## config.mk

```make
export PLATFORM = sky130hd
export DESIGN_NAME = ghash_input
export DESIGN_NICKNAME = d
export VERILOG_FILES = /design/src/source/gf_pkg.sv /design/src/source/ghash_input.sv
export VERILOG_INCLUDE_DIRS = /design/src /design/src/source
export SDC_FILE = /design/constraint.sdc
export NUM_CORES = 1
export LEC_CHECK = 0
export ABC_CLOCK_PERIOD_IN_PS = 37600
export BUFFER_PORTS_ARGS = -buffer_cell sky130_fd_sc_hd__buf_4
export CORE_AREA = 10 10 241 243
export CTS_BUF_LIST = sky130_fd_sc_hd__clkbuf_8
export DETAILED_ROUTE_END_ITERATION = 6
export DIE_AREA = 0 0 251 253
export PLACE_DENSITY = 0.56
export SYNTH_ARGS = -nofsm -noshare
export SYNTH_HDL_FRONTEND = slang
export SYNTH_SLANG_ARGS = --single-unit
```

## constraint.sdc

```tcl
create_clock -name i_clock -period 37.6 [get_ports i_clock]
set_input_delay 7.52 -clock i_clock [delete_from_list [all_inputs] [get_ports i_clock]]
set_output_delay 7.52 -clock i_clock [all_outputs]
set_load 0.01 [all_outputs]
```

## src/source/gf_cfg.svh

```systemverilog
`ifndef GF_CFG_SVH
`define GF_CFG_SVH

// Field width in bits, one GHASH block.
`define GF_NB_DATA 128

// Low terms of the field polynomial, x^7 + x^2 + x + 1.
// Reflected order, so x^0 sits in the MSB.
`define GF_R_POLY 128'hE100_0000_0000_0000_0000_0000_0000_0000

`endif

```

## src/source/gf_pkg.sv

```systemverilog
`include "gf_cfg.svh"

package gf_pkg;

    // Field element, bit 127 holds the x^0 coefficient.
    typedef logic [`GF_NB_DATA-1:0] gf_elem_t;

    // Unreduced product, bit 254 holds the x^0 coefficient.
    typedef logic [2*`GF_NB_DATA-2:0] gf_prod_t;

    // Operand pair handed to the multiplier.
    typedef struct packed {
        gf_elem_t x;
        gf_elem_t h;
        logic     valid;
    } mul_req_t;

    // Input side FSM.
    typedef enum logic {
        ST_IDLE = 1'b0,
        ST_WAIT = 1'b1
    } in_state_e;

endpackage

```

## src/source/ghash_input.sv

```systemverilog
module ghash_input
(
    input  logic              i_clock,
    input  logic              i_rst,
    input  logic              i_key_load,
    input  gf_pkg::gf_elem_t  i_key,
    input  logic              i_block_valid,
    input  gf_pkg::gf_elem_t  i_block,
    input  gf_pkg::gf_elem_t  i_acc,
    output gf_pkg::mul_req_t  o_req,
    output logic              o_ready
);

    gf_pkg::in_state_e state;
    gf_pkg::gf_elem_t  key;
    gf_pkg::gf_elem_t  key_next;
    gf_pkg::gf_elem_t  req_x;
    gf_pkg::gf_elem_t  req_h;
    logic              req_valid;
    logic              accept;

    // A key loaded this cycle already applies to a block taken this cycle.
    assign key_next = i_key_load ? i_key : key;
    assign o_ready  = (state == gf_pkg::ST_IDLE);
    assign accept   = i_block_valid && o_ready;

    always_ff @(posedge i_clock)
    begin
        if (i_rst)
        begin
            state     <= gf_pkg::ST_IDLE;
            key       <= '0;
            req_valid <= 1'b0;
        end
        else
        begin
            key       <= key_next;
            req_valid <= accept;
            case (state)
                gf_pkg::ST_IDLE:
                begin
                    if (accept)
                    begin
                        state <= gf_pkg::ST_WAIT;
                    end
                end
                gf_pkg::ST_WAIT:
                begin
                    state <= gf_pkg::ST_IDLE;
                end
                default:
                begin
                    state <= gf_pkg::ST_IDLE;
                end
            endcase
        end
    end

    // Operand pair, loaded only on an accepted block.
    always_ff @(posedge i_clock)
    begin
        if (accept)
        begin
            req_x <= i_acc ^ i_block;
            req_h <= key_next;
        end
    end

    assign o_req = '{x: req_x, h: req_h, valid: req_valid};

    // The accumulator must settle before the next operand is formed.
    a_req_spaced : assert property (@(posedge i_clock) disable iff (i_rst)
        req_valid |=> !req_valid)
        else $error("ghash_input: back to back multiply requests");

endmodule

```

# Yosys cells after proc, flatten, opt, wreduce, memory -nomap -nowiden
# Cells that the tools add are included.
dict set report word_totals {
  regBits 386
}
dict set report classes {
  mux 3
  bitwise 2
  n_reduce_logical 1
}
# op n
set ops {}
lappend ops {{two-way mux 128 bit} 1}
lappend ops {{XOR 128 bit} 1}
lappend ops {{one-hot mux 1 bit (2 select lines)} 1}
lappend ops {{logical AND 1 bit} 1}
lappend ops {{two-way mux 1 bit} 1}
lappend ops {{NOT 1 bit} 1}

# Depth between registers and ports, before layout
dict set report depth {
  ltp_word 4
  depth_mapped 4
  ltp_nobuf 2
}

# Least setup slack after synthesis
# OpenSTA, ideal clock, no wires.
dict set report synth_timing {
  kind {input-to-reg}
  start {input port i_block_valid}
  end {register req_h[0] (enable)}
  arrival_time_ns 18.574
  required_ns 36.693
  path_slack_ns 18.119
  stages 1
  n_path_buf 0
  path_cell_list {nor2b_1}
}
dict set report synth_between {
  elab_chain_len 1
}
# element line
set synth_lines {}
lappend synth_lines {{start: declaration} ghash_input.sv:7} ;# input logic i_block_valid,
lappend synth_lines {{logical AND 1 bit} ghash_input.sv:25} ;# assign accept = i_block_valid && o_ready;
lappend synth_lines {{end signal: assignment} ghash_input.sv:65} ;# req_h <= key_next;
lappend synth_lines {{end: declaration} ghash_input.sv:18} ;# gf_pkg::gf_elem_t req_h;
# No other way between the ends.
# A chain may end at the register's enable or synchronous reset.

# Worst setup path after layout
dict set report layout_timing {
  start {input port i_block_valid}
  end {register req_x[28] (enable)}
}
dict set report layout_between {
  elab_chain_len 1
}
# element line
set layout_lines {}
lappend layout_lines {{logical AND 1 bit} ghash_input.sv:25}
lappend layout_lines {{named net accept} ghash_input.sv:20} ;# logic accept;
lappend layout_lines {{end signal: assignment} ghash_input.sv:64} ;# req_x <= i_acc ^ i_block;
lappend layout_lines {{end: declaration} ghash_input.sv:17} ;# gf_pkg::gf_elem_t req_x;
# The timed path passes the listed nets, and every way through them passes these cells.

==> metrics.md <==
| Metric | Value |
|---|---|
| Run status | finished clean |
| Top cell type by total area after synthesis | edfxtp_1 |
| Die W | 251 um |
| Core area | 53300 sq um |
| YS warnings | 0 |
| CP arrival | 10.05 ns |
| Fin Hold WS | 0.533 ns |
| Grt ovf | 0 |
| Initial Util | 27.4% |
| Cts hold-fix bufs | 0 |
| HPWL after detailed placement | 36900 um |
| # port buffers | 645 |
| Pin count of the biggest net entering global routing | 78 |
| Sink Count | 386 |
| DR top layer | met5 |
| Row count | 85 |
| Ports | 646 |
| Final routed DRC violation total | 0 |
| Worst Setup Path Type | input pin to register |
| Routed WL | 48600 um |
| Drt pass-1 iters | 4 |
| Crit path launch type | input pin |
| Final Setup Violations | 0 |
| Syn Nets | 1191 |
| Most common cell after layout, fill and taps aside | buf_4 |
| Routed met3 length | 5480 um |
| Fin crit period | 9.80 ns |
| Post-CTS setup buffers | 0 |
| RSZ-0062 raised after global routing | false |
| Initial DRC count | 361 |
| Initial antenna violation count | 13 |
| WL met1 | 16700 um |
| Hold Vio Cnt, Final | 0 |
| Final period util | 26.1% |
| Clk pin slew, worst setup/hold paths | 0.06 ns |
| Max incr delay on CP | 0.90 ns |
| Layout cells sized above 1 | 57.3% |
| WL/cell | 21.6 um |
| Final ANT Viol Nets | 0 |
| Fin nets | 1885 |
| Overall Power | 1.01 mW |
| Critical path's slowest cell | buf_4 |
| Register area share after synthesis | 70.4% |
| Worst reg-to-reg path cell count | 4 |
| Synth unique cells | 13 |
| Peak VDD IR | 0.0274 mV |
| Layout Cells excl Fill | 2251 |
| Htree depth | 3 |
| Commonest cells after routing, fill and taps aside | buf_4, edfxtp_1, dfxtp_1 |
| Maximum clock insertion buffer count | 3 |
| Via density | 4.01 |
| Slew HR | 27.8% |
| Routability cong. | 0.832 |
| Area delta synth->final | 46.4% |
| Area post-placement | 20100 sq um |
| Share of the synthesized area in the top cell type | 52.6% |
| Max Freq | 102 MHz |
| GR Util All Layers | 14.6% |
| Met2 WL | 25100 um |
| Fill count | 5027 |
| Most used cell, CP | buf_4 |
| Global-route wire length before repair | 67800 um |
| Area contributors post-synth | edfxtp_1, dfxtp_1, mux2_4 |
| Worst-skew pair later-pin latency | 0.63 ns |
| Crit Path Max Fanout | 76 |
| Crit end category | register |
| Mapped Cells | 803 |
| Critical path, cell by cell | buf_4 > nor2b_4 > buf_4 > buf_4 > buf_4 |
| Worst Clk Skew | 0.0134 ns |
| Placed cell count | 2121 |
| Synthesized flop and latch total | 386 |
| Multi-input gate area | 4030 sq um |
| Seq. cell area | 10300 sq um |
| Post-CTS Resized | 0 |
| Total CTS buffers | 70 |
| Hold Path Cell Cnt | 1 |
| Fin area | 21400 sq um |
| Die Area | 63500 sq um |
| Number of max-cap violations | 0 |
| Max-slew violation count | 0 |
| Critical Path RT | 37.85 ns |
| Via Count | 9023 |
| Slew @ Worst Pin | 1.08 ns |
| Setup_tns | 0 ns |
| Leak | 9.63 nW |
| Clk Tree Root Cell | clkbuf_8 |
| Die height | 253 um |
| Mean Syn Cell Area | 18.2 sq um |
| Mapped Area | 14600 sq um |
| Vias in the first global route | 9621 |
| HP Class | register to register |
| Pwr Density | 47.3 nW/um^2 |
| CTS tree | built |
[final cells by class]
type / count / area share (%)
well taps: 696 / 4.07
flip-flops and latches: 386 / 48.1
inverters: 1 / 0.0175
repair buffers: 651 / 22.9
multi-input cells: 387 / 18.8
clock inverters: 54 / 1.43
clock buffers: 73 / 4.69
diodes: 3 / 0.0351
[cells by family after synthesis]
| group | share of synthesized area, % |
|---|---|
| simple gates | 7.15 |
| mux | 12.7 |
| buf+inv | 2.14 |
| flops | 70.4 |
| xor+xnor | 7.67 |
[worst max-delay path: cells and delay by family]
kind | cells | cell delay, ns
buffers and inverters | 4 | 2.28
AND/OR/NAND/NOR | 1 | 0.11
[metal layers]
metal	vias to the layer above	GRT usage, %
met1	4301	14.3
li1	4222	-
met4	18	5.49
met3	92	7.82
met5	-	0
met2	390	25.5
[report_power, final]
group / switching (mW) / total (mW) / internal, mW
clock: 0.180 / 0.376 / 0.196
sequential: 0.00865 / 0.498 / 0.489
combinational: 0.0600 / 0.138 / 0.0775
[flip-flops by register name, indices dropped and copies added (netlist names)]
name / cells
req_h: 128
req_valid: 1
state: 1
key: 128
req_x: 128
[final timing paths]
kind / start / slack [ns] / endpoint
worst min register to register: key[65] / 0.53 / req_h[65]
worst max-delay path: i_block_valid / 27.80 / req_x[28]
worst max register to register: state / 34.45 / req_x[28]
worst min-delay path: key[65] / 0.53 / req_h[65]
[synth_stat cells]
cell      count
clkbuf_1     13
buf_6         4
buf_12       10
xor2_1      128
dfxtp_1     130
mux2_2       18
and2b_1      85
nor2b_4      16
buf_4         2
mux2_4      110
edfxtp_1    256
nor2b_1      30
inv_1         1
[stage by stage]
stage | setup WS, ns | utilization (%)
floorplan | 18.12 | -
global placement | 27.13 | 37.7
detailed placement | 27.11 | 37.7
CTS | 27.83 | 40.2
global route | 27.65 | 40.2
finish | 27.80 | 40.2
Note: power is estimated with default switching activity, not from simulation.
