### src/source/gf_cfg.svh
`ifndef GF_CFG_SVH
`define GF_CFG_SVH

// Field width in bits, one GHASH block.
`define GF_NB_DATA 128

// Low terms of the field polynomial, x^7 + x^2 + x + 1.
// Reflected order, so x^0 sits in the MSB.
`define GF_R_POLY 128'hE100_0000_0000_0000_0000_0000_0000_0000

`endif

### src/source/gf_pkg.sv
`include "gf_cfg.svh"

package gf_pkg;

    // Field element, bit 127 holds the x^0 coefficient.
    typedef logic [`GF_NB_DATA-1:0] gf_elem_t;

    // Unreduced product, bit 254 holds the x^0 coefficient.
    typedef logic [2*`GF_NB_DATA-2:0] gf_prod_t;

    // Operand pair handed to the multiplier.
    typedef struct packed {
        gf_elem_t x;
        gf_elem_t h;
        logic     valid;
    } mul_req_t;

    // Input side FSM.
    typedef enum logic {
        ST_IDLE = 1'b0,
        ST_WAIT = 1'b1
    } in_state_e;

endpackage

### src/source/ghash_output.sv
module ghash_output
(
    input  logic             i_clock,
    input  logic             i_rst,
    input  logic             i_clear,
    input  gf_pkg::gf_elem_t i_result,
    input  logic             i_result_valid,
    output gf_pkg::gf_elem_t o_acc,
    output logic             o_tag_valid
);

    gf_pkg::gf_elem_t acc;
    logic             tag_valid;

    // Clear wins over a result landing in the same cycle.
    always_ff @(posedge i_clock)
    begin
        if (i_rst)
        begin
            acc       <= '0;
            tag_valid <= 1'b0;
        end
        else if (i_clear)
        begin
            acc       <= '0;
            tag_valid <= 1'b0;
        end
        else if (i_result_valid)
        begin
            acc       <= i_result;
            tag_valid <= 1'b1;
        end
        else
        begin
            tag_valid <= 1'b0;
        end
    end

    assign o_acc       = acc;
    assign o_tag_valid = tag_valid;

    // Input side spacing keeps tag pulses apart.
    a_tag_pulse : assert property (@(posedge i_clock) disable iff (i_rst)
        tag_valid |=> !tag_valid)
        else $error("ghash_output: tag valid held for more than one cycle");

endmodule

### config.mk
export PLATFORM = sky130hd
export DESIGN_NAME = ghash_output
export DESIGN_NICKNAME = d
export VERILOG_FILES = /design/src/source/gf_pkg.sv /design/src/source/ghash_output.sv
export VERILOG_INCLUDE_DIRS = /design/src /design/src/source
export SDC_FILE = /design/constraint.sdc
export NUM_CORES = 1
export LEC_CHECK = 0
export ABC_AREA = 1
export BUFFER_PORTS_ARGS = -buffer_cell sky130_fd_sc_hd__buf_2
export CAP_MARGIN = 15
export CORE_MARGIN = 5
export CORE_UTILIZATION = 40
export DETAILED_ROUTE_END_ITERATION = 8
export HOLD_SLACK_MARGIN = 0.08
export PLACE_DENSITY = 0.82
export SLEW_MARGIN = 30
export SYNTH_ARGS = -nofsm -noshare
export SYNTH_HDL_FRONTEND = slang
export SYNTH_SLANG_ARGS = --single-unit
### constraint.sdc
create_clock -name i_clock -period 0.85 [get_ports i_clock]
set_input_delay 0 -clock i_clock [delete_from_list [all_inputs] [get_ports i_clock]]
set_output_delay 0 -clock i_clock [all_outputs]
set_load 0.05 [all_outputs]
# Word-level counts from Yosys, hierarchy flattened
# Cells that the tools add are included.
# Widths: inputs -> output; s select.
# classes
n_mux	1
n_reduce_logical	1
# op_table
operator	n
$reduce_or 2->1	1
$mux 1	1
# totals
register_bits	129
inputBits	132
output_inout_bits	129
elab_cells	4

# Logic depth before layout (Yosys ltp)
# Gate-level depths: netlist of the first run.
# depth
word_depth	1
depth_mapped	6
ltp_nobuf	4

# Least setup slack after synthesis of the first run
# OpenSTA, ideal clock, no wires.
# synth_path
path_kind	flip-flop to flip-flop
startpoint	reg, netlist name o_acc[104]
endpoint	reg acc[104], in the netlist o_acc[104]
setup_ns	0.062
arrival_time_ns	0.802
required_time_ns	0.788
setup_slack_ns	-0.014
stages_incl_launch_ff	3
period_less_slack_ns	0.864
path_cell_list	dfxtp_1 > nor2_1 > nor2_2
# synth_lines
item	line_no	rtl
end signal, assigned	ghash_output.sv:30	acc <= i_result;
end, declared	ghash_output.sv:12	gf_pkg::gf_elem_t acc;

# Worst setup path in the final report of the first run
# layout_path
startpoint	reg acc[124], in the netlist o_acc[124]
endpoint	out o_acc[124]
# layout_lines
item	line_no	rtl
end, declared	ghash_output.sv:8	output gf_pkg::gf_elem_t o_acc,
# No word-level cell between the ends.

==> results of run 1 <==
[metal layers]
metal  GRT usage (%)  up-vias  wire length (µm)
met2            47.5      502             12300
met3            10.7      109              2640
met4            16.6        0              1270
met1            27.2     3080              8280
li1                -     3108                 -
met5               0        -                 0
[cells in the mapped netlist, drive strengths merged]
| cell type | instances | share of area (%) |
|---|---|---|
| buf | 43 | 7.8 |
| inv | 128 | 8.6 |
| dfxtp | 129 | 46 |
| nand2 | 256 | 19 |
| nor3b | 1 | 0.13 |
| nor2 | 257 | 18 |
[registers in the layout, summed over array words and instances (netlist names)]
| register | flops |
|---|---|
| o_acc | 128 |
| o_tag_valid | 1 |
[metrics by stage]
step / setup slack [ns] / utilization (%) / total power (µW) / TNS, ns
5_1_grt: -0.129 / 76.0 / 19000 / -11.56
3_5_place_dp: -0.0454 / 50.7 / 9260 / -0.550
2_1_floorplan: 0.0148 / - / 8560 / 0
6_report: -0.116 / 76.0 / 18400 / -7.79
3_3_place_gp: -0.00149 / 50.7 / 9220 / -0.00149
4_1_cts: -0.0938 / 74.4 / 18100 / -8.83
[layout make-up]
| cell class | instances | area, µm² |
|---|---|---|
| clock buffer | 20 | 447 |
| sequential | 129 | 2750 |
| tap | 180 | 225 |
| timing repair buffer | 432 | 4290 |
| fill | 712 | 3310 |
| multi-input combinational | 514 | 2090 |
| inverter | 128 | 480 |
| clock inverter | 12 | 183 |
[logic make-up (layout without fill, tap and decap cells)]
logic type    after synthesis  in the layout  synth area share, %
flops                     129            129                 46.2
simple gates              514            514                 37.4
buf+inv                   171            592                 16.4
[worst min-delay path by stage]
stage             from     endpoint  slack, ns
4_1_cts          i_rst  o_tag_valid      -0.18
6_report         i_rst  o_tag_valid      -0.13
5_1_grt          i_rst  o_tag_valid      -0.15
2_1_floorplan  i_clear  o_tag_valid       0.08
3_3_place_gp     i_rst  o_tag_valid       0.27
3_5_place_dp     i_rst  o_tag_valid       0.27
[power by group]
part	switching, µW	total, µW	leakage, µW	internal [µW]
Sequential	264	6630	0.00111	6370
Combinational	2200	3970	0.00393	1770
Clock	2820	7820	0.000297	5010
Total	5280	18400	0.00534	13100
[repair_timing]
item	CTS	global route
setup buffers	2	20
resized for setup	469	20
hold endpoints to repair	129	8
endpoints found under the setup margin	129	129
==> summary.md, run 1 <==
| Metric | Value |
|---|---|
| Reg2reg start | o_acc[124] |
| Placer Congestion | around 0.84 |
| Fin nets | around 1400 |
| Fraction of layout instances using a drive strength above 1 | between 40% and 50% |
| Num CTS Buffers | 17 |
| Grt ovf | 0 |
| Core area | roughly 0.014 mm² |
| Slowest-stage cell, CP | dfxtp_2 |
| Avg Vias per Cell | 4.80 |
| Die height | about 130 µm |
| Io pins | about 260 |
| Non-Filler Instances | around 1400 |
| Hold Path Depth | 2 |
| Crit path DAT | 0.97 ns |
| Fin worst setup slack | -0.116 ns |
| Root Buffer | clkbuf_16 |
| Initial antenna violation count | 0 |
| Layout overhead on the synthesized area | 87.2% |
| Reg2reg setup slack | ~0.02 ns |
| Total wire length | around 24 mm |
| Slew Viols, Final | 0 |
| Area of the die | approximately 0.016 mm² |
| Worst Clk Skew | 0 ns |
| Post-CTS Hold Buffers | ~130 |
| Commonest cells after routing, fill and taps aside | nor2_1, nand2_1, buf_2 |
| Starting Density | between 40% and 50% |
| Pre-Repair DR Iteration Count | 8 |
| Crit-path cells | buf_8 |
| Crit start category | flop |
| # diodes | 0 |
| Die Wd | 128 µm |
| Largest fanout on the critical path | 2 |
| Worst Hold Class | input pin to flop |
| Worst Max-Slew Pin Slew | 0.333 ns |
| Max-cap violation count | 0 |
| First-pass GRT wire length | between 30 and 40 mm |
| Sequential fraction of the synthesis area | a little under half |
| Power Density | around 1800 mW/mm² |
| H-tree levels | 4 |
| Unique masters post-synth | 12 |
| CP Class | flop to output pin |
| RSZ-0062 raised after global routing | true |
| Syn avg cell area | between 6 and 7 µm² |
| Placed Cells incl. Taps | roughly 1200 |
| P_leak | approximately 0.0053 µW |
| WHS | -0.132 ns |
| DRC | 0 |
| Peak VDD IR | between 1 and 1.5 mV |
| Hpwl dp | ~10 mm |
| Clk_lat worst skew | 0.41 ns |
| DRT iter0 DRCs | approximately 470 |
| Clock sinks | around 130 |
| Largest net degree at the start of global routing | 65 |
| Failing checks | negative hold slack, negative setup slack |
| Num rows | 43 |
| Post-Synthesis Cells | between 800 and 900 |
| Synth Net Count | between 900 and 1000 |
| Status | finished with violations |
| Stages on worst setup path | 1 |
| Crit path from | o_acc[124] |
| DR WL/cell | between 15 and 20 µm |
| Synth Cell Area | approximately 0.0056 mm² |
| Tmin final | around 0.97 ns |
| CP endpoint | o_acc[124] |
| Worst EP required | roughly 0.85 ns |
| DR vias | roughly 6800 |
| Setup-failing EPs final | roughly 130 |
| Vias in the first global route | around 7000 |
| Final hold vios | 2 |
| TritonCTS clock tree | built |
| GRT Total Usage | 27.3% |
| Slew headroom | between 70% and 80% |
| CP delay by family, top | flip-flops |
| Synth warnings | 0 |
| Most common cell after layout, fill and taps aside | nor2_1 |
| Final Cycle Share | 114% |
| Clock buffer depth | 2 |
| Placed inst area | 0.00698 mm² |
| Critical R2R Capture | o_acc[124] |
| I/O Buffers | 260 |
| Critical path buffer and inverter count | 1 |
| Final Cell Area | between 0.01 and 0.015 mm² |
| Clock slew at reported path FFs | ~0.07 ns |
| Antenna Violating Nets Remaining | 0 |
| Worst setup EP type | output pin |
| Cells on worst reg2reg path | 3 |
| Number of synthesized register bits | between 100 and 150 |
| Fmax | 1.04 GHz |
| Slowest Stage Delay on Critical Path | about 0.38 ns |
(Power assumes the default switching activity.)
==> run 2, diff against run 1 <==
- ABC_AREA: 1 -> default
- PLACE_DENSITY: 0.82 -> 0.85
==> summary.md, run 2 <==
| Metric | Value |
|---|---|
| Tmin final | 0.945 ns (was 0.966 ns) |
| Core area | 0.0115 mm² (was 0.0138 mm²) |
| Largest fanout on the critical path | 2 (unchanged) |
| Fin worst setup slack | -0.0947 ns (was -0.116 ns) |
| Fin nets | 972 (was 1354) |
| Die height | 118 µm (was 128 µm) |
| RSZ-0062 raised after global routing | true (unchanged) |
| Fmax | 1.06 GHz (was 1.04 GHz) |
| Antenna Violating Nets Remaining | 0 (unchanged) |
| Max reg flops | 128 (unchanged) |
| Worst Max-Slew Pin Slew | 0.256 ns (was 0.333 ns) |
| Top post-synthesis cells by area | dfxtp_1, mux2i_1, nor2_1 (was dfxtp_1, nor2_1, nand2_1) |
| Main synth FF type | dfxtp_1 (unchanged) |
| Root Buffer | clkbuf_16 (unchanged) |
| CP Class | flop to output pin (unchanged) |
| Placer Congestion | 0.796 (was 0.837) |
| Placed inst area | 0.00620 mm² (was 0.00698 mm²) |
| Clock buffer depth | 2 (unchanged) |
| DR WL/cell | 20.6 µm (was 17.3 µm) |
| Unique masters post-synth | 11 (was 12) |
| DRC | 0 (unchanged) |
| Setup_tns | -6.68 ns (was -7.79 ns) |
| Worst Clk Skew | 0 ns (unchanged) |
| GRT Total Usage | 27.4% (was 27.3%) |
| Power Density | 1790 mW/mm² (was 1760 mW/mm²) |
| Failing checks | negative setup slack (was negative hold slack, negative setup slack) |
| Syn avg cell area | 11.3 µm² (was 6.87 µm²) |
| Io pins | 261 (unchanged) |
| Pre-Repair DR Iteration Count | 5 (was 8) |
| Crit path DAT | 0.94 ns (was 0.97 ns) |
| Slowest Stage Delay on Critical Path | 0.38 ns (about the same) |
| WHS | 0.111 ns (was -0.132 ns) |
| Area of the die | 0.0140 mm² (was 0.0164 mm²) |
| Share of the synthesized area in the top cell type | 54.9% (was 46.2%) |
| Clock slew at reported path FFs | 0.06 ns (was 0.07 ns) |
| DR vias | 4943 (was 6799) |
| Comb pwr share | 18.0% (was 21.6%) |
| Final hold vios | 0 (was 2) |
| Worst setup EP type | output pin (unchanged) |
| Number of synthesized flops with an enable pin | 0 (unchanged) |
| Slowest-stage cell, CP | dfxtp_2 (unchanged) |
| Final Cell Area | 0.00967 mm² (was 0.0105 mm²) |
| Slew headroom | 82.5% (was 77.7%) |
| Sw frac | 25.5% (was 28.7%) |
| Peak VDD IR | 1.34 mV (was 1.05 mV) |
| Avg Vias per Cell | 4.95 (was 4.80) |
| Critical path buffer and inverter count | 1 (unchanged) |
| CP delay by family, top | flip-flops (unchanged) |
| Share of flip-flops with an asynchronous set or reset | 0% (unchanged) |
| Clk_lat worst skew | 0.40 ns (was 0.41 ns) |
| Hpwl dp | 9.01 mm (was 10.5 mm) |
| Int Pwr | 12900 µW (was 13100 µW) |
| Synth Net Count | 549 (was 946) |
| Total wire length | 20.5 mm (was 24.5 mm) |
| Starting Density | 41.0% (was 40.6%) |
| Synth area leader | dfxtp_1 (unchanged) |
| Most common cell after layout, fill and taps aside | buf_2 (was nor2_1) |
| First-pass GRT wire length | 30.3 mm (was 35.2 mm) |
| I/O Buffers | 260 (unchanged) |
| Worst EP required | 0.85 ns (about the same) |
| Setup-failing EPs final | 129 (unchanged) |
| Slew Viols, Final | 0 (unchanged) |
| Largest net degree at the start of global routing | 60 (was 65) |
| DRT iter0 DRCs | 251 (was 465) |
| Core Util, Final | 84.3% (was 76.0%) |
| Final Cycle Share | 111% (was 114%) |
| P_sw | 4410 µW (was 5280 µW) |
| Post-Synthesis Cells | 417 (was 814) |
| Crit-path cells | buf_8 (unchanged) |
| Clock sinks | 129 (unchanged) |
| H-tree levels | 4 (unchanged) |
| Status | finished with violations (unchanged) |
| Grt ovf | 0 (unchanged) |
| Max-cap violation count | 0 (unchanged) |
| Layout overhead on the synthesized area | 106% (was 87.2%) |
| Crit start category | flop (unchanged) |
| P_leak | 0.00459 µW (was 0.00534 µW) |
| Synth warnings | 0 (unchanged) |
| Sequential share of power | 37.4% (was 36.0%) |
| Fraction of layout instances using a drive strength above 1 | 54.7% (was 42.5%) |
| Commonest cells after routing, fill and taps aside | buf_2, nor2_1, dlygate4sd3_1 (was nor2_1, nand2_1, buf_2) |
| Initial antenna violation count | 1 (was 0) |
| Number of synthesized register bits | 129 (unchanged) |
| Commonest cells post-synth | dfxtp_1, nor2_1, mux2i_1 (was nor2_1, nand2_1, dfxtp_1) |
| Num CTS Buffers | 17 (unchanged) |
| Pre-CTS setup slack | -0.0451 ns (was -0.0454 ns) |
| Num rows | 39 (was 43) |
| Clock power frac | 44.6% (was 42.5%) |
| Synth Cell Area | 0.00470 mm² (was 0.00559 mm²) |
| Vias in the first global route | 5486 (was 6906) |
| Worst Hold Class | input pin to flop (unchanged) |
| Sequential fraction of the synthesis area | 54.9% (was 46.2%) |
| TritonCTS clock tree | built (unchanged) |
| Die Wd | 118 µm (was 128 µm) |
| Fillers | 503 (was 712) |
## run 2: changes by cell type in the layout (fill, tap and decap cells not counted), moves of 3 or more
cell and change:
clkbuf_8 +5, clkinv_2 +3, dfxtp_2 -6, nor2_1 -105
dfxtp_4 +6, buf_8 +4, nand2_2 -39, nor2_2 -22
inv_1 -127, mux2i_1 +126, buf_6 -4, nand2_1 -217
## run 2: kinds of logic after synthesis
kind of cell  after synthesis  share of synthesized area, %
simple gates              130                          10.5
flops                     129                          54.9
mux                       128                          27.2
buf+inv                    30                          7.37
## run 2: cell type report
cell class	instances	area, µm²	share of cell area [%]
Antenna cell	2	5.00	0.0518
Clock inverter	9	126	1.31
Tap cell	143	179	1.85
Sequential cell	129	2760	28.6
Clock buffer	23	508	5.25
Multi-Input combinational cell	258	1790	18.5
Inverter	1	3.75	0.0388
Timing Repair Buffer	433	4300	44.4
## run 2: worst paths after layout
path                 to  cells past startpoint       start  slack, ns
max          o_acc[125]                      1  o_acc[125]      -0.09
min           o_acc[95]                      4       i_rst       0.11
max reg2reg   o_acc[63]                      3   o_acc[63]       0.02
min reg2reg   o_acc[17]                      2   o_acc[17]       0.51
## run 2: through the flow
step | total power, µW | cells
2_1_floorplan | 7980 | 417
3_3_place_gp | 8500 | 809
3_5_place_dp | 8530 | 809
4_1_cts | 17100 | 976
5_1_grt | 17800 | 997
6_report | 17300 | 998
## run 2: routing by layer
metal	vias to the layer above	part of all wire [%]	GRT usage [%]
met2	283	55	51.1
met1	2364	33	26.4
met3	70	7.3	9.46
met4	0	5.0	14.0
li1	2226	-	-
met5	-	0	0
## run 2: power groups by stage
stage	registers, µW	logic, µW	clock network [µW]
floorplan	7210	765	0
global placement	6500	1990	0
detailed placement	6510	2020	0
CTS	6470	2870	7800
global route	6500	3250	8080
finish	6480	3120	7730
## run 2: timing repair
item                       in CTS  in global routing
pin swaps                       0                  1
buffers inserted                5                 20
gates resized for setup       366                 35
setup endpoints to repair     129                134
cloned                          0                  0
hold buffers                  130                  0
hold endpoints to repair      129                  0
