File: src/source/gf_cfg.svh
`ifndef GF_CFG_SVH
`define GF_CFG_SVH

// Field width in bits, one GHASH block.
`define GF_NB_DATA 128

// Low terms of the field polynomial, x^7 + x^2 + x + 1.
// Reflected order, so x^0 sits in the MSB.
`define GF_R_POLY 128'hE100_0000_0000_0000_0000_0000_0000_0000

`endif

File: src/source/gf_pkg.sv
`include "gf_cfg.svh"

package gf_pkg;

    // Field element, bit 127 holds the x^0 coefficient.
    typedef logic [`GF_NB_DATA-1:0] gf_elem_t;

    // Unreduced product, bit 254 holds the x^0 coefficient.
    typedef logic [2*`GF_NB_DATA-2:0] gf_prod_t;

    // Operand pair handed to the multiplier.
    typedef struct packed {
        gf_elem_t x;
        gf_elem_t h;
        logic     valid;
    } mul_req_t;

    // Input side FSM.
    typedef enum logic {
        ST_IDLE = 1'b0,
        ST_WAIT = 1'b1
    } in_state_e;

endpackage

File: src/source/gf_reduce.sv
`include "gf_cfg.svh"

module gf_reduce
(
    input  gf_pkg::gf_prod_t i_prod,
    output gf_pkg::gf_elem_t o_elem
);

    localparam int NB_DATA = `GF_NB_DATA;
    localparam int NB_PROD = 2*NB_DATA - 1;

    // Reduction terms lined up with x^0 at the product MSB.
    localparam logic [NB_PROD-1:0] POLY_ALIGNED = {`GF_R_POLY, {(NB_DATA-1){1'b0}}};

    logic [NB_PROD-1:0] fold;

    // Bit j carries degree 254-j, so ascending j folds the highest degree first.
    // Each fold lands at degree k-128 up to k-121, always below the bit being cleared.
    always_comb
    begin
        fold = i_prod;
        for (int j = 0; j < NB_DATA-1; j++)
        begin
            if (fold[j])
            begin
                fold[j] = 1'b0;
                fold = fold ^ (POLY_ALIGNED >> (NB_DATA-2-j));
            end
        end
    end

    // Degrees 0 to 127 remain, still reflected.
    assign o_elem = fold[NB_PROD-1 -: NB_DATA];

endmodule

File: config.mk
export PLATFORM = sky130hd
export DESIGN_NAME = gf_reduce
export DESIGN_NICKNAME = d
export VERILOG_FILES = /design/src/source/gf_pkg.sv /design/src/source/gf_reduce.sv
export VERILOG_INCLUDE_DIRS = /design/src /design/src/source
export SDC_FILE = /design/constraint.sdc
export NUM_CORES = 1
export LEC_CHECK = 0
export BUFFER_PORTS_ARGS = -buffer_cell sky130_fd_sc_hd__buf_4
export CORE_AREA = 2 2 151 153
export DETAILED_ROUTE_END_ITERATION = 8
export DIE_AREA = 0 0 153 155
export PLACE_DENSITY = 0.51
export RECOVER_POWER = 25
export SYNTH_ARGS = -nofsm -noshare
export SYNTH_HDL_FRONTEND = slang
export SYNTH_SLANG_ARGS = --single-unit
File: constraint.sdc
create_clock -name vclk -period 1.05
set_clock_uncertainty 0.15 [all_clocks]
set_input_delay 0.0525 -clock vclk [all_inputs]
set_output_delay 0.0525 -clock vclk [all_outputs]
set_load 0.01 [all_outputs]
=== Yosys cells after proc, flatten, opt, wreduce, memory -nomap -nowiden ===
Cells that the tools add are included.
Widths: inputs -> output; s select.

* Muxes and demuxes: 127
* Bitwise gates (word level): 127

{| class="wikitable"
|+ Operator list
! operator !! number
|-
| $not 4->4 || 127
|-
| $mux 255 || 1
|-
| $mux 254 || 1
|-
| $mux 253 || 1
|-
| $mux 252 || 1
|-
| $mux 251 || 1
|-
| $mux 250 || 1
|-
| $mux 249 || 1
|-
| $mux 248 || 1
|-
| $mux 247 || 1
|-
| $mux 246 || 1
|-
| $mux 245 || 1
|-
| $mux 244 || 1
|-
| $mux 243 || 1
|-
| $mux 242 || 1
|-
| $mux 241 || 1
|-
| $mux 240 || 1
|-
| $mux 239 || 1
|-
| $mux 238 || 1
|-
| $mux 237 || 1
|-
| $mux 236 || 1
|-
| $mux 235 || 1
|-
| $mux 234 || 1
|-
| $mux 233 || 1
|-
| 104 further kinds || 104
|}

* Bits of input ports: 255
* Flip-flop bits (word level): 0
* Output and inout bits: 128

=== Depth between registers and ports, before layout ===
Gate-level depths: netlist of run 1.

* Word-level depth: 254
* Depth in mapped cells: 4
* Depth with buffers taken out: 3

=== Worst setup path before layout of run 1 ===
Ideal clock, no wire load.

* Path type: input-to-output
* Start: in i_prod[0]
* End: out o_elem[120]
* Stages: 3
* Data arrival time: 962 ps
* Slack: -115 ps
* Path buffers: 0
* Path through: xnor3_2 > xnor3_1 > xor2_1

* Word-level cells in the longest chain between the ends: 128
* Elaborated cells between the ends (all ways): 129

{| class="wikitable"
|+ RTL lines
! element !! RTL line !! RTL
|-
| start, declared || gf_reduce.sv:5 || <nowiki>input gf_pkg::gf_prod_t i_prod,</nowiki>
|-
| $mux 129 (*) || gf_reduce.sv:24 || <nowiki>if (fold[j])</nowiki>
|-
| $mux 130 (*) || gf_reduce.sv:24 ||
|-
| $mux 131 (*) || gf_reduce.sv:24 ||
|-
| $mux 132 (*) || gf_reduce.sv:24 ||
|-
| $mux 133 (*) || gf_reduce.sv:24 ||
|-
| $mux 134 (*) || gf_reduce.sv:24 ||
|-
| $mux 135 (*) || gf_reduce.sv:24 ||
|-
| $mux 136 (*) || gf_reduce.sv:24 ||
|-
| [... 112 more ...] || n/a ||
|-
| $mux 249 (*) || gf_reduce.sv:24 ||
|-
| $mux 250 (*) || gf_reduce.sv:24 ||
|-
| $mux 251 (*) || gf_reduce.sv:24 ||
|-
| $mux 252 (*) || gf_reduce.sv:24 ||
|-
| $mux 253 (*) || gf_reduce.sv:24 ||
|-
| $mux 254 (*) || gf_reduce.sv:24 ||
|-
| $not 4->4 (no source line) / $mux 254 (equally long branches) || n/a ||
|-
| $mux 255 (*) || gf_reduce.sv:24 ||
|-
| end, declared || gf_reduce.sv:6 || <nowiki>output gf_pkg::gf_elem_t o_elem</nowiki>
|}

Mark *: on every way between the ends. The rest lies on a longest branch, timed or not.

=== Worst setup path in the final report of run 1 ===
* Start: in i_prod[0]
* End: out o_elem[125]

* Word-level cells in the longest chain between the ends: 128

{| class="wikitable"
|+ RTL lines
! element !! RTL line
|-
| $mux 129 (*) || gf_reduce.sv:24
|-
| $mux 130 (*) || gf_reduce.sv:24
|-
| $mux 131 (*) || gf_reduce.sv:24
|-
| $mux 132 (*) || gf_reduce.sv:24
|-
| $mux 133 (*) || gf_reduce.sv:24
|-
| $not 4->4 (no source line) || n/a
|-
| $mux 134 (*) || gf_reduce.sv:24
|-
| $mux 135 (*) || gf_reduce.sv:24
|-
| [... 112 more ...] || n/a
|-
| $mux 248 (*) || gf_reduce.sv:24
|-
| $mux 249 (*) || gf_reduce.sv:24
|-
| $mux 250 (*) || gf_reduce.sv:24
|-
| $mux 251 (*) || gf_reduce.sv:24
|-
| $mux 252 (*) || gf_reduce.sv:24
|-
| $mux 253 (*) || gf_reduce.sv:24
|-
| $mux 254 (*) || gf_reduce.sv:24
|-
| $mux 255 (*) || gf_reduce.sv:24
|}

Marked as above.

==> results.tsv, run 1 <==
metric	value	unit
Final setup viols	57	
Syn Std Cell Area	0.003959	mm2
Vias	4956	
nets	1231	
sequential cell area	0	um2
Buf/Inv on CP	3	
Max Used Layer	met5	
DRT met1 WL	8.175	mm
vias in the first global route	5216	
post-route ant nets	0	
worst path arrival time	1180	ps
dpl cell area	0.008244	mm2
HP Class	in2out	
I/O pin total	383	
first-pass GRT wire length	29.69	mm
DRT Pass-1 Iters	4	
Critical Path Fanout Max	3	
n_diodes	0	
Detailed Route Iter0 Violations	81	
metal2 WL	12.90	mm
Mean Syn Cell Area	8.817	um2
net count after synthesis	704	
Slew HR	79.85	%
Placer Congestion	0.9022	
P_leak	5.686	nW
YS warnings	0	
Gate Count Post-Synth	449	
die width	153	um
Die Ht	155	um
placed cells	1252	
Power Density	831.8	mW/mm2
FP Rows	55	
initial antenna violation count	1	
fin util	57.98	%
P&R area growth vs syn	225.6	%
top post-synthesis cells by area	xnor2_1 (96%), xor2_1 (1.8%), xnor3_2 (0.60%)	
worst slew pin tran	300.0	ps
Core Footprint	0.02223	mm2
Synth top area share	96.46	%
GRT overflow	0	
sequential fraction of the synthesis area	0	%
leading area contributor after synthesis	xnor2_1	
CP delay by family, top	XOR/XNOR gates	
endpoint class of the critical path	output pin	
FFs & Latches	0	
fmax	0.7247	GHz
Synth cell types	6	
DRC Markers	0	
Via-to-Cell Ratio	3.936	
Tcrit/Tclk final	131.4	%
count of pins over their slew limit	0	
Worst Setup SP	i_prod[0]	
post-DR wirelength/cell	17.69	um
initial core utilization	17.81	%
post-route cell area	0.01289	mm2
peak supply drop	0.0004535	V
fraction of layout cells with a size suffix above 1	84.29	%
RSZ-0062 raised after global routing	yes	
HPWL Detailed	17.36	mm
Crit path required time	850	ps
hold_sp	i_prod[254]	
fill count	1747	
IO buf count	383	
CP cell instances	buf_12, xnor3_2, buf_6, xnor2_2, xnor2_1, buf_4	
Hold Vio Cnt, Final	0	
Setup CP Type	in2out	
DR WL met3	797	um
crit-path max cell delay	460	ps
Non-Filler Instances	1259	
multi-input logic area	0.007498	mm2
Max-cap violations	0	
status	finished, violations left	
critical path launch point type	primary input	
WL final	22.27	mm
setup ws final	-329.9	ps
Die Area	0.02372	mm2
Max stage delay cell, worst path	xnor3_2	
failing checks	setup timing	
Layout clock buffers	0	
cts hold-fix bufs	0	
largest net degree at the start of global routing	5	
total track usage	16.08	%
min cycle time layout	1380	ps
[cells in the mapped netlist]
library cell  number
clkbuf_1           2
xnor2_1          436
xnor3_1            1
xnor3_2            1
xor2_1             8
xor2_2             1
[metrics by stage]
step / hold WS, ps / power, mW / setup TNS (ps) / setup slack [ps]
floorplan: 18.92 / 3.701 / -136.4 / -97.50
global placement: 228.5 / 7.788 / -12780 / -331.3
detailed placement: 230.1 / 7.781 / -12910 / -358.2
CTS: 224.8 / 9.534 / -2626 / -304.7
global route: 241.4 / 11.26 / -6392 / -366.2
finish: 238.2 / 10.72 / -2922 / -329.9
[layer usage]
| metal | global-route usage (%) | vias up |
|---|---|---|
| li1 | - | 2444 |
| met1 | 19.76 | 2349 |
| met5 | 0 | - |
| met2 | 30.41 | 139 |
| met4 | 2.866 | 2 |
| met3 | 1.922 | 22 |
[power by group]
group | total [mW] | internal (mW) | switching, mW
clock | 0 | 0 | 0
sequential | 0 | 0 | 0
combinational | 10.7 | 6.39 | 4.33
[cell usage in the layout (no fill, tap or decap)]
cell      count
xnor2_2     173
buf_4       367
buf_8        31
xnor3_2       1
xnor2_4     116
buf_6        81
clkbuf_2      1
xnor2_1     147
clkbuf_4      1
clkbuf_1      2
xor2_1        3
xor2_2        3
xnor3_1       1
buf_12       44
xor2_4        3
[layout make-up]
type | instances | area share, %
Multi-Input combinational cell | 447 | 58.18
Tap cell | 285 | 2.767
Timing Repair Buffer | 527 | 39.05
[cells by family after synthesis]
| group | after synthesis | share of synthesized area (%) |
|---|---|---|
| buffers and inverters | 2 | 0.1897 |
| XOR/XNOR | 447 | 99.81 |
[repair_timing]
| item | in CTS | in global routing |
|---|---|---|
| endpoints found under the setup margin | 127 | 120 |
| gates resized for setup | 406 | 272 |
| pin swaps | 174 | 201 |
| setup buffers | 22 | 6 |
| hold endpoints to repair | 0 | 0 |
[final timing paths]
| path | endpoint | slack [ps] | cells after the start |
|---|---|---|---|
| hold / removal | o_elem[127] | 240 | 3 |
| setup / recovery | o_elem[125] | -330 | 6 |
[worst min-delay path: stages]
cell and delay, ps:
buf_4 90, xnor2_2 60, buf_4 130
No activity file was read; power rests on OpenSTA's default activity.
==> run 2, diff against run 1 <==
--- a/config.mk
+++ b/config.mk
@@ -7,10 +7,12 @@
 export NUM_CORES = 1
 export LEC_CHECK = 0
 export BUFFER_PORTS_ARGS = -buffer_cell sky130_fd_sc_hd__buf_4
-export CORE_AREA = 2 2 151 153
+export CELL_PAD_IN_SITES_DETAIL_PLACEMENT = 1
+export CELL_PAD_IN_SITES_GLOBAL_PLACEMENT = 1
+export CORE_AREA = 2 2 147 149
 export DETAILED_ROUTE_END_ITERATION = 8
-export DIE_AREA = 0 0 153 155
-export PLACE_DENSITY = 0.51
+export DIE_AREA = 0 0 149 151
+export PLACE_DENSITY = 0.73
 export RECOVER_POWER = 25
 export SYNTH_ARGS = -nofsm -noshare
 export SYNTH_HDL_FRONTEND = slang
==> run 2 against run 1 <==
Effect of this change: count of clock-buffer cells in the layout did not move; combinational power rose by 9%; the flow still finishes with violations (setup timing); fmax is 4.0% lower; highest routed layer is now met4.
==> results.tsv, run 2 (synthesis results as in run 1) <==
metric	value	unit	change
nets	1239		+0.65%
Crit path required time	850	ps	about the same
I/O pin total	383		unchanged
Tcrit/Tclk final	136.9	%	+5.4 points
final hold slack	247.7	ps	+9.527 ps
first-pass GRT wire length	37.90	mm	+28%
fin util	64.51	%	+6.5 points
commonest non-fill, non-tap cell in the layout	buf_4		
Die Area	0.02250	mm2	-5.1%
sw power	5.062	mW	+17%
Slew HR	78.44	%	-1.4 points
post-route ant nets	0		unchanged
Die Ht	151	um	-2.6%
dpl ws	-396.5	ps	-38.29 ps
die width	149	um	-2.6%
IO buf count	383		unchanged
n_diodes	0		unchanged
multi-input logic area	0.007894	mm2	+5.3%
HP Class	in2out		
WL final	32.98	mm	+48%
worst path arrival time	1230	ps	+50 ps
total track usage	22.59	%	+6.5 points
initial core utilization	19.01	%	+1.2 points
initial antenna violation count	0		-1
setup ws final	-386.9	ps	-57.04 ps
worst slew pin tran	321.1	ps	+21.06 ps
sequential cell area	0	um2	unchanged
Clk pwr share	0	%	unchanged
DRC Markers	0		unchanged
Non-Filler Instances	1257		-0.16%
sw frac	43.19	%	+2.8 points
internal power	6.658	mW	+4.2%
hold depth	3		unchanged
commonest non-fill, non-tap cells in the layout	buf_4 (370), xnor2_2 (186), xnor2_4 (132)		
FFs & Latches	0		unchanged
Vias	5400		+9.0%
DRT Pass-1 Iters	4		unchanged
P&R area growth vs syn	239.3	%	
RSZ-0062 raised after global routing	yes		
Core Footprint	0.02082	mm2	-6.3%
Sequential Power Share	0	%	unchanged
critical path launch point type	primary input		
count of pins over their slew limit	0		unchanged
Hold Vio Cnt, Final	0		unchanged
largest net degree at the start of global routing	5		unchanged
post-route cell area	0.01343	mm2	+4.2%
HPWL Detailed	18.87	mm	+8.7%
TNS Setup	-6896	ps	-3975 ps
placed cells	1229		-1.8%
dpl cell area	0.008134	mm2	-1.3%
Via-to-Cell Ratio	4.296		+9.1%
status	finished, violations left		
Critical Path Fanout Max	3		unchanged
Final setup viols	105		+84%
GRT overflow	0		unchanged
fmax	0.6959	GHz	-4.0%
Power Density	872.5	mW/mm2	+4.9%
Max-cap violations	0		unchanged
Total Power	11.72	mW	+9.3%
post-DR wirelength/cell	26.24	um	+48%
min cycle time layout	1437	ps	+57.04 ps
Detailed Route Iter0 Violations	99		+22%
Comb power frac	100.0	%	about the same
Setup CP Type	in2out		
Placer Congestion	0.9159		+1.5%
P_leak	5.951	nW	+4.7%
FP Rows	53		-3.6%
failing checks	setup timing		
endpoint class of the critical path	output pin		
vias in the first global route	6177		+18%
fraction of layout cells with a size suffix above 1	87.78	%	+3.5 points
Layout clock buffers	0		unchanged
peak supply drop	0.0004621	V	+1.9%
fill count	1932		+11%
==> run 2: changes by cell type in the layout (fill, tap and decap cells not counted), moves of 2 or more <==
cell      delta
clkbuf_1     -2
buf_12       +7
xnor2_4     +16
xnor2_1     -29
xor2_2       +2
xnor2_2     +13
buf_4        +3
==> run 2: repair_timing <==
item,in CTS,in global routing
resized for setup,469,281
pin swaps,199,216
buffers inserted,24,18
setup endpoints to repair,127,127
hold buffers,0,0
==> run 2: per-layer routing <==
layer | share of wire, % | global-route usage [%] | vias up
met5 | 0 | 0 | -
met4 | 4.4 | 6.905 | 0
met3 | 4.0 | 2.861 | 78
met2 | 60 | 45.90 | 236
met1 | 31 | 23.94 | 2650
li1 | - | - | 2436
==> run 2: worst paths after layout <==
kind	startpoint	to
setup / recovery	i_prod[126]	o_elem[125]
hold / removal	i_prod[254]	o_elem[127]
==> run 2: power by group through the flow <==
stage	clock network, mW	logic [mW]	registers (mW)
after detailed placement	0	7.85	0
after CTS	0	9.89	0
after global routing	0	12.2	0
after global placement	0	7.74	0
final	0	11.7	0
after floorplan	0	3.70	0
==> run 2: critical path, stage by stage <==
cell	delay (ps)
buf_6	70
xnor3_2	430
buf_6	150
xnor2_2	200
xnor2_1	160
buf_4	160
==> run 2: area by class of cell <==
cell class | count | share of cell area [%]
tap | 275 | 2.561
timing repair buffer | 535 | 38.67
multi-input combinational | 447 | 58.76
==> run 3, diff against run 2 <==
==> constraint.sdc (replaced) <==
create_clock -name vclk -period 1.05
set_clock_uncertainty 0.15 [all_clocks]
set_input_delay 0.315 -clock vclk [all_inputs]
set_output_delay 0.315 -clock vclk [all_outputs]
set_load 0.01 [all_outputs]
==> run 3 against run 2 <==
Effect of this change: the run still ends with setup timing left; critical path depth unchanged; final area down 0.46%; non-clock buffer count down 25; first-iteration DRC count down 42%; sequential cell count unchanged; worst setup slack worse by 510 ps; final cell count down 2.0%; global-route usage up 1.3 points; combinational power about the same; hold slack better by 510 ps; utilization down 0.29 points; critical path type unchanged; largest power group unchanged.
==> results.tsv, run 3 (synthesis results as in run 1) <==
metric	value	unit	change
Final setup viols	128		+22%
Critical Path Fanout Max	3		unchanged
total track usage	23.93	%	+1.3 points
fraction of layout cells with a size suffix above 1	87.46	%	-0.32 points
status	finished, violations left		
Tcrit/Tclk final	185.2	%	+48 points
sequential cell area	0	um2	unchanged
final hold slack	759.9	ps	+512.2 ps
Slew HR	77.57	%	-0.87 points
critical path launch point type	primary input		
Vias	5217		-3.4%
fill count	1948		+0.83%
Layout clock buffers	0		unchanged
Via-to-Cell Ratio	4.235		-1.4%
DRT Pass-1 Iters	4		unchanged
worst slew pin tran	334.8	ps	+13.68 ps
GRT overflow	0		unchanged
FFs & Latches	0		unchanged
P_leak	5.913	nW	-0.65%
setup ws final	-894.7	ps	-507.8 ps
initial core utilization	19.01	%	unchanged
initial antenna violation count	0		unchanged
I/O pin total	383		unchanged
Max-cap violations	0		unchanged
RSZ-0062 raised after global routing	yes		
cts hold-fix bufs	0		unchanged
worst path arrival time	1480	ps	+250 ps
DRC Markers	0		unchanged
Crit path required time	580	ps	-270 ps
IO buf count	383		unchanged
P&R area growth vs syn	237.8	%	
min cycle time layout	1945	ps	+507.8 ps
HPWL Detailed	19.72	mm	+4.5%
Die Ht	151	um	unchanged
failing checks	setup timing		
vias in the first global route	5976		-3.3%
TNS Setup	-70420	ps	-63530 ps
commonest non-fill, non-tap cells in the layout	buf_4 (367), xnor2_2 (196), xnor2_4 (125)		
largest net degree at the start of global routing	4		-1
commonest non-fill, non-tap cell in the layout	buf_4		
nets	1214		-2.0%
first-pass GRT wire length	39.20	mm	+3.4%
HP Class	in2out		
Setup CP Type	in2out		
count of pins over their slew limit	0		unchanged
Core Footprint	0.02082	mm2	unchanged
Placer Congestion	0.8898		-2.8%
peak supply drop	0.0004164	V	-9.9%
Power Density	859.8	mW/mm2	-1.5%
n_diodes	0		unchanged
Detailed Route Iter0 Violations	57		-42%
Die Area	0.02250	mm2	unchanged
fmax	0.5142	GHz	-26%
post-route ant nets	0		unchanged
post-DR wirelength/cell	25.04	um	-4.6%
die width	149	um	unchanged
endpoint class of the critical path	output pin		
Hold Vio Cnt, Final	0		unchanged
FP Rows	53		unchanged
WL final	30.85	mm	-6.5%
-- run 3: layer usage --
| metal | vias up | GRT usage (%) | share of wire [%] |
|---|---|---|---|
| met4 | 0 | 7.143 | 4.3 |
| li1 | 2418 | - | - |
| met1 | 2543 | 25.15 | 32 |
| met2 | 198 | 48.64 | 59 |
| met3 | 58 | 3.434 | 4.1 |
| met5 | - | 0 | 0 |
-- run 3: path summary, 6_finish.rpt --
kind,from,end,slack (ps),cells after the start
max,i_prod[126],o_elem[127],-890,6
min,i_prod[131],o_elem[4],760,3
-- run 3: what timing repair did --
action,in CTS,in global routing
endpoints found under the hold margin,0,0
buffers inserted,14,15
pin swaps,264,126
gates resized for setup,475,104
setup endpoints to repair,128,128
-- run 3: power by group --
| part | internal, mW | switching, mW | leakage, nW |
|---|---|---|---|
| registers | 0 | 0 | 0 |
| clock network | 0 | 0 | 0 |
| logic | 6.63 | 4.86 | 5.91 |
-- run 3: final cells by class --
type,instances,area [um2],share of cell area (%)
Multi-Input combinational cell,447,7844,58.66
Timing Repair Buffer,510,5184,38.77
Tap cell,275,344.1,2.573
-- run 3: critical path, cell delays in order --
cell,delay [ps]
buf_6,80
xnor3_2,470
buf_4,170
buf_6,120
xnor2_2,170
buf_4,150
-- run 3: per-stage QoR --
step | area (um2) | setup WS (ps) | instances | total power, mW | util [%]
floorplan | 5649 | -622.5 | 449 | 4.359 | -
global placement | 9659 | -872.7 | 1209 | 8.600 | 46.39
detailed placement | 9659 | -906.8 | 1209 | 8.696 | 46.39
CTS | 12590 | -820.2 | 1218 | 10.58 | 60.47
global route | 13370 | -901.6 | 1232 | 11.98 | 64.22
finish | 13370 | -894.7 | 1232 | 11.50 | 64.22
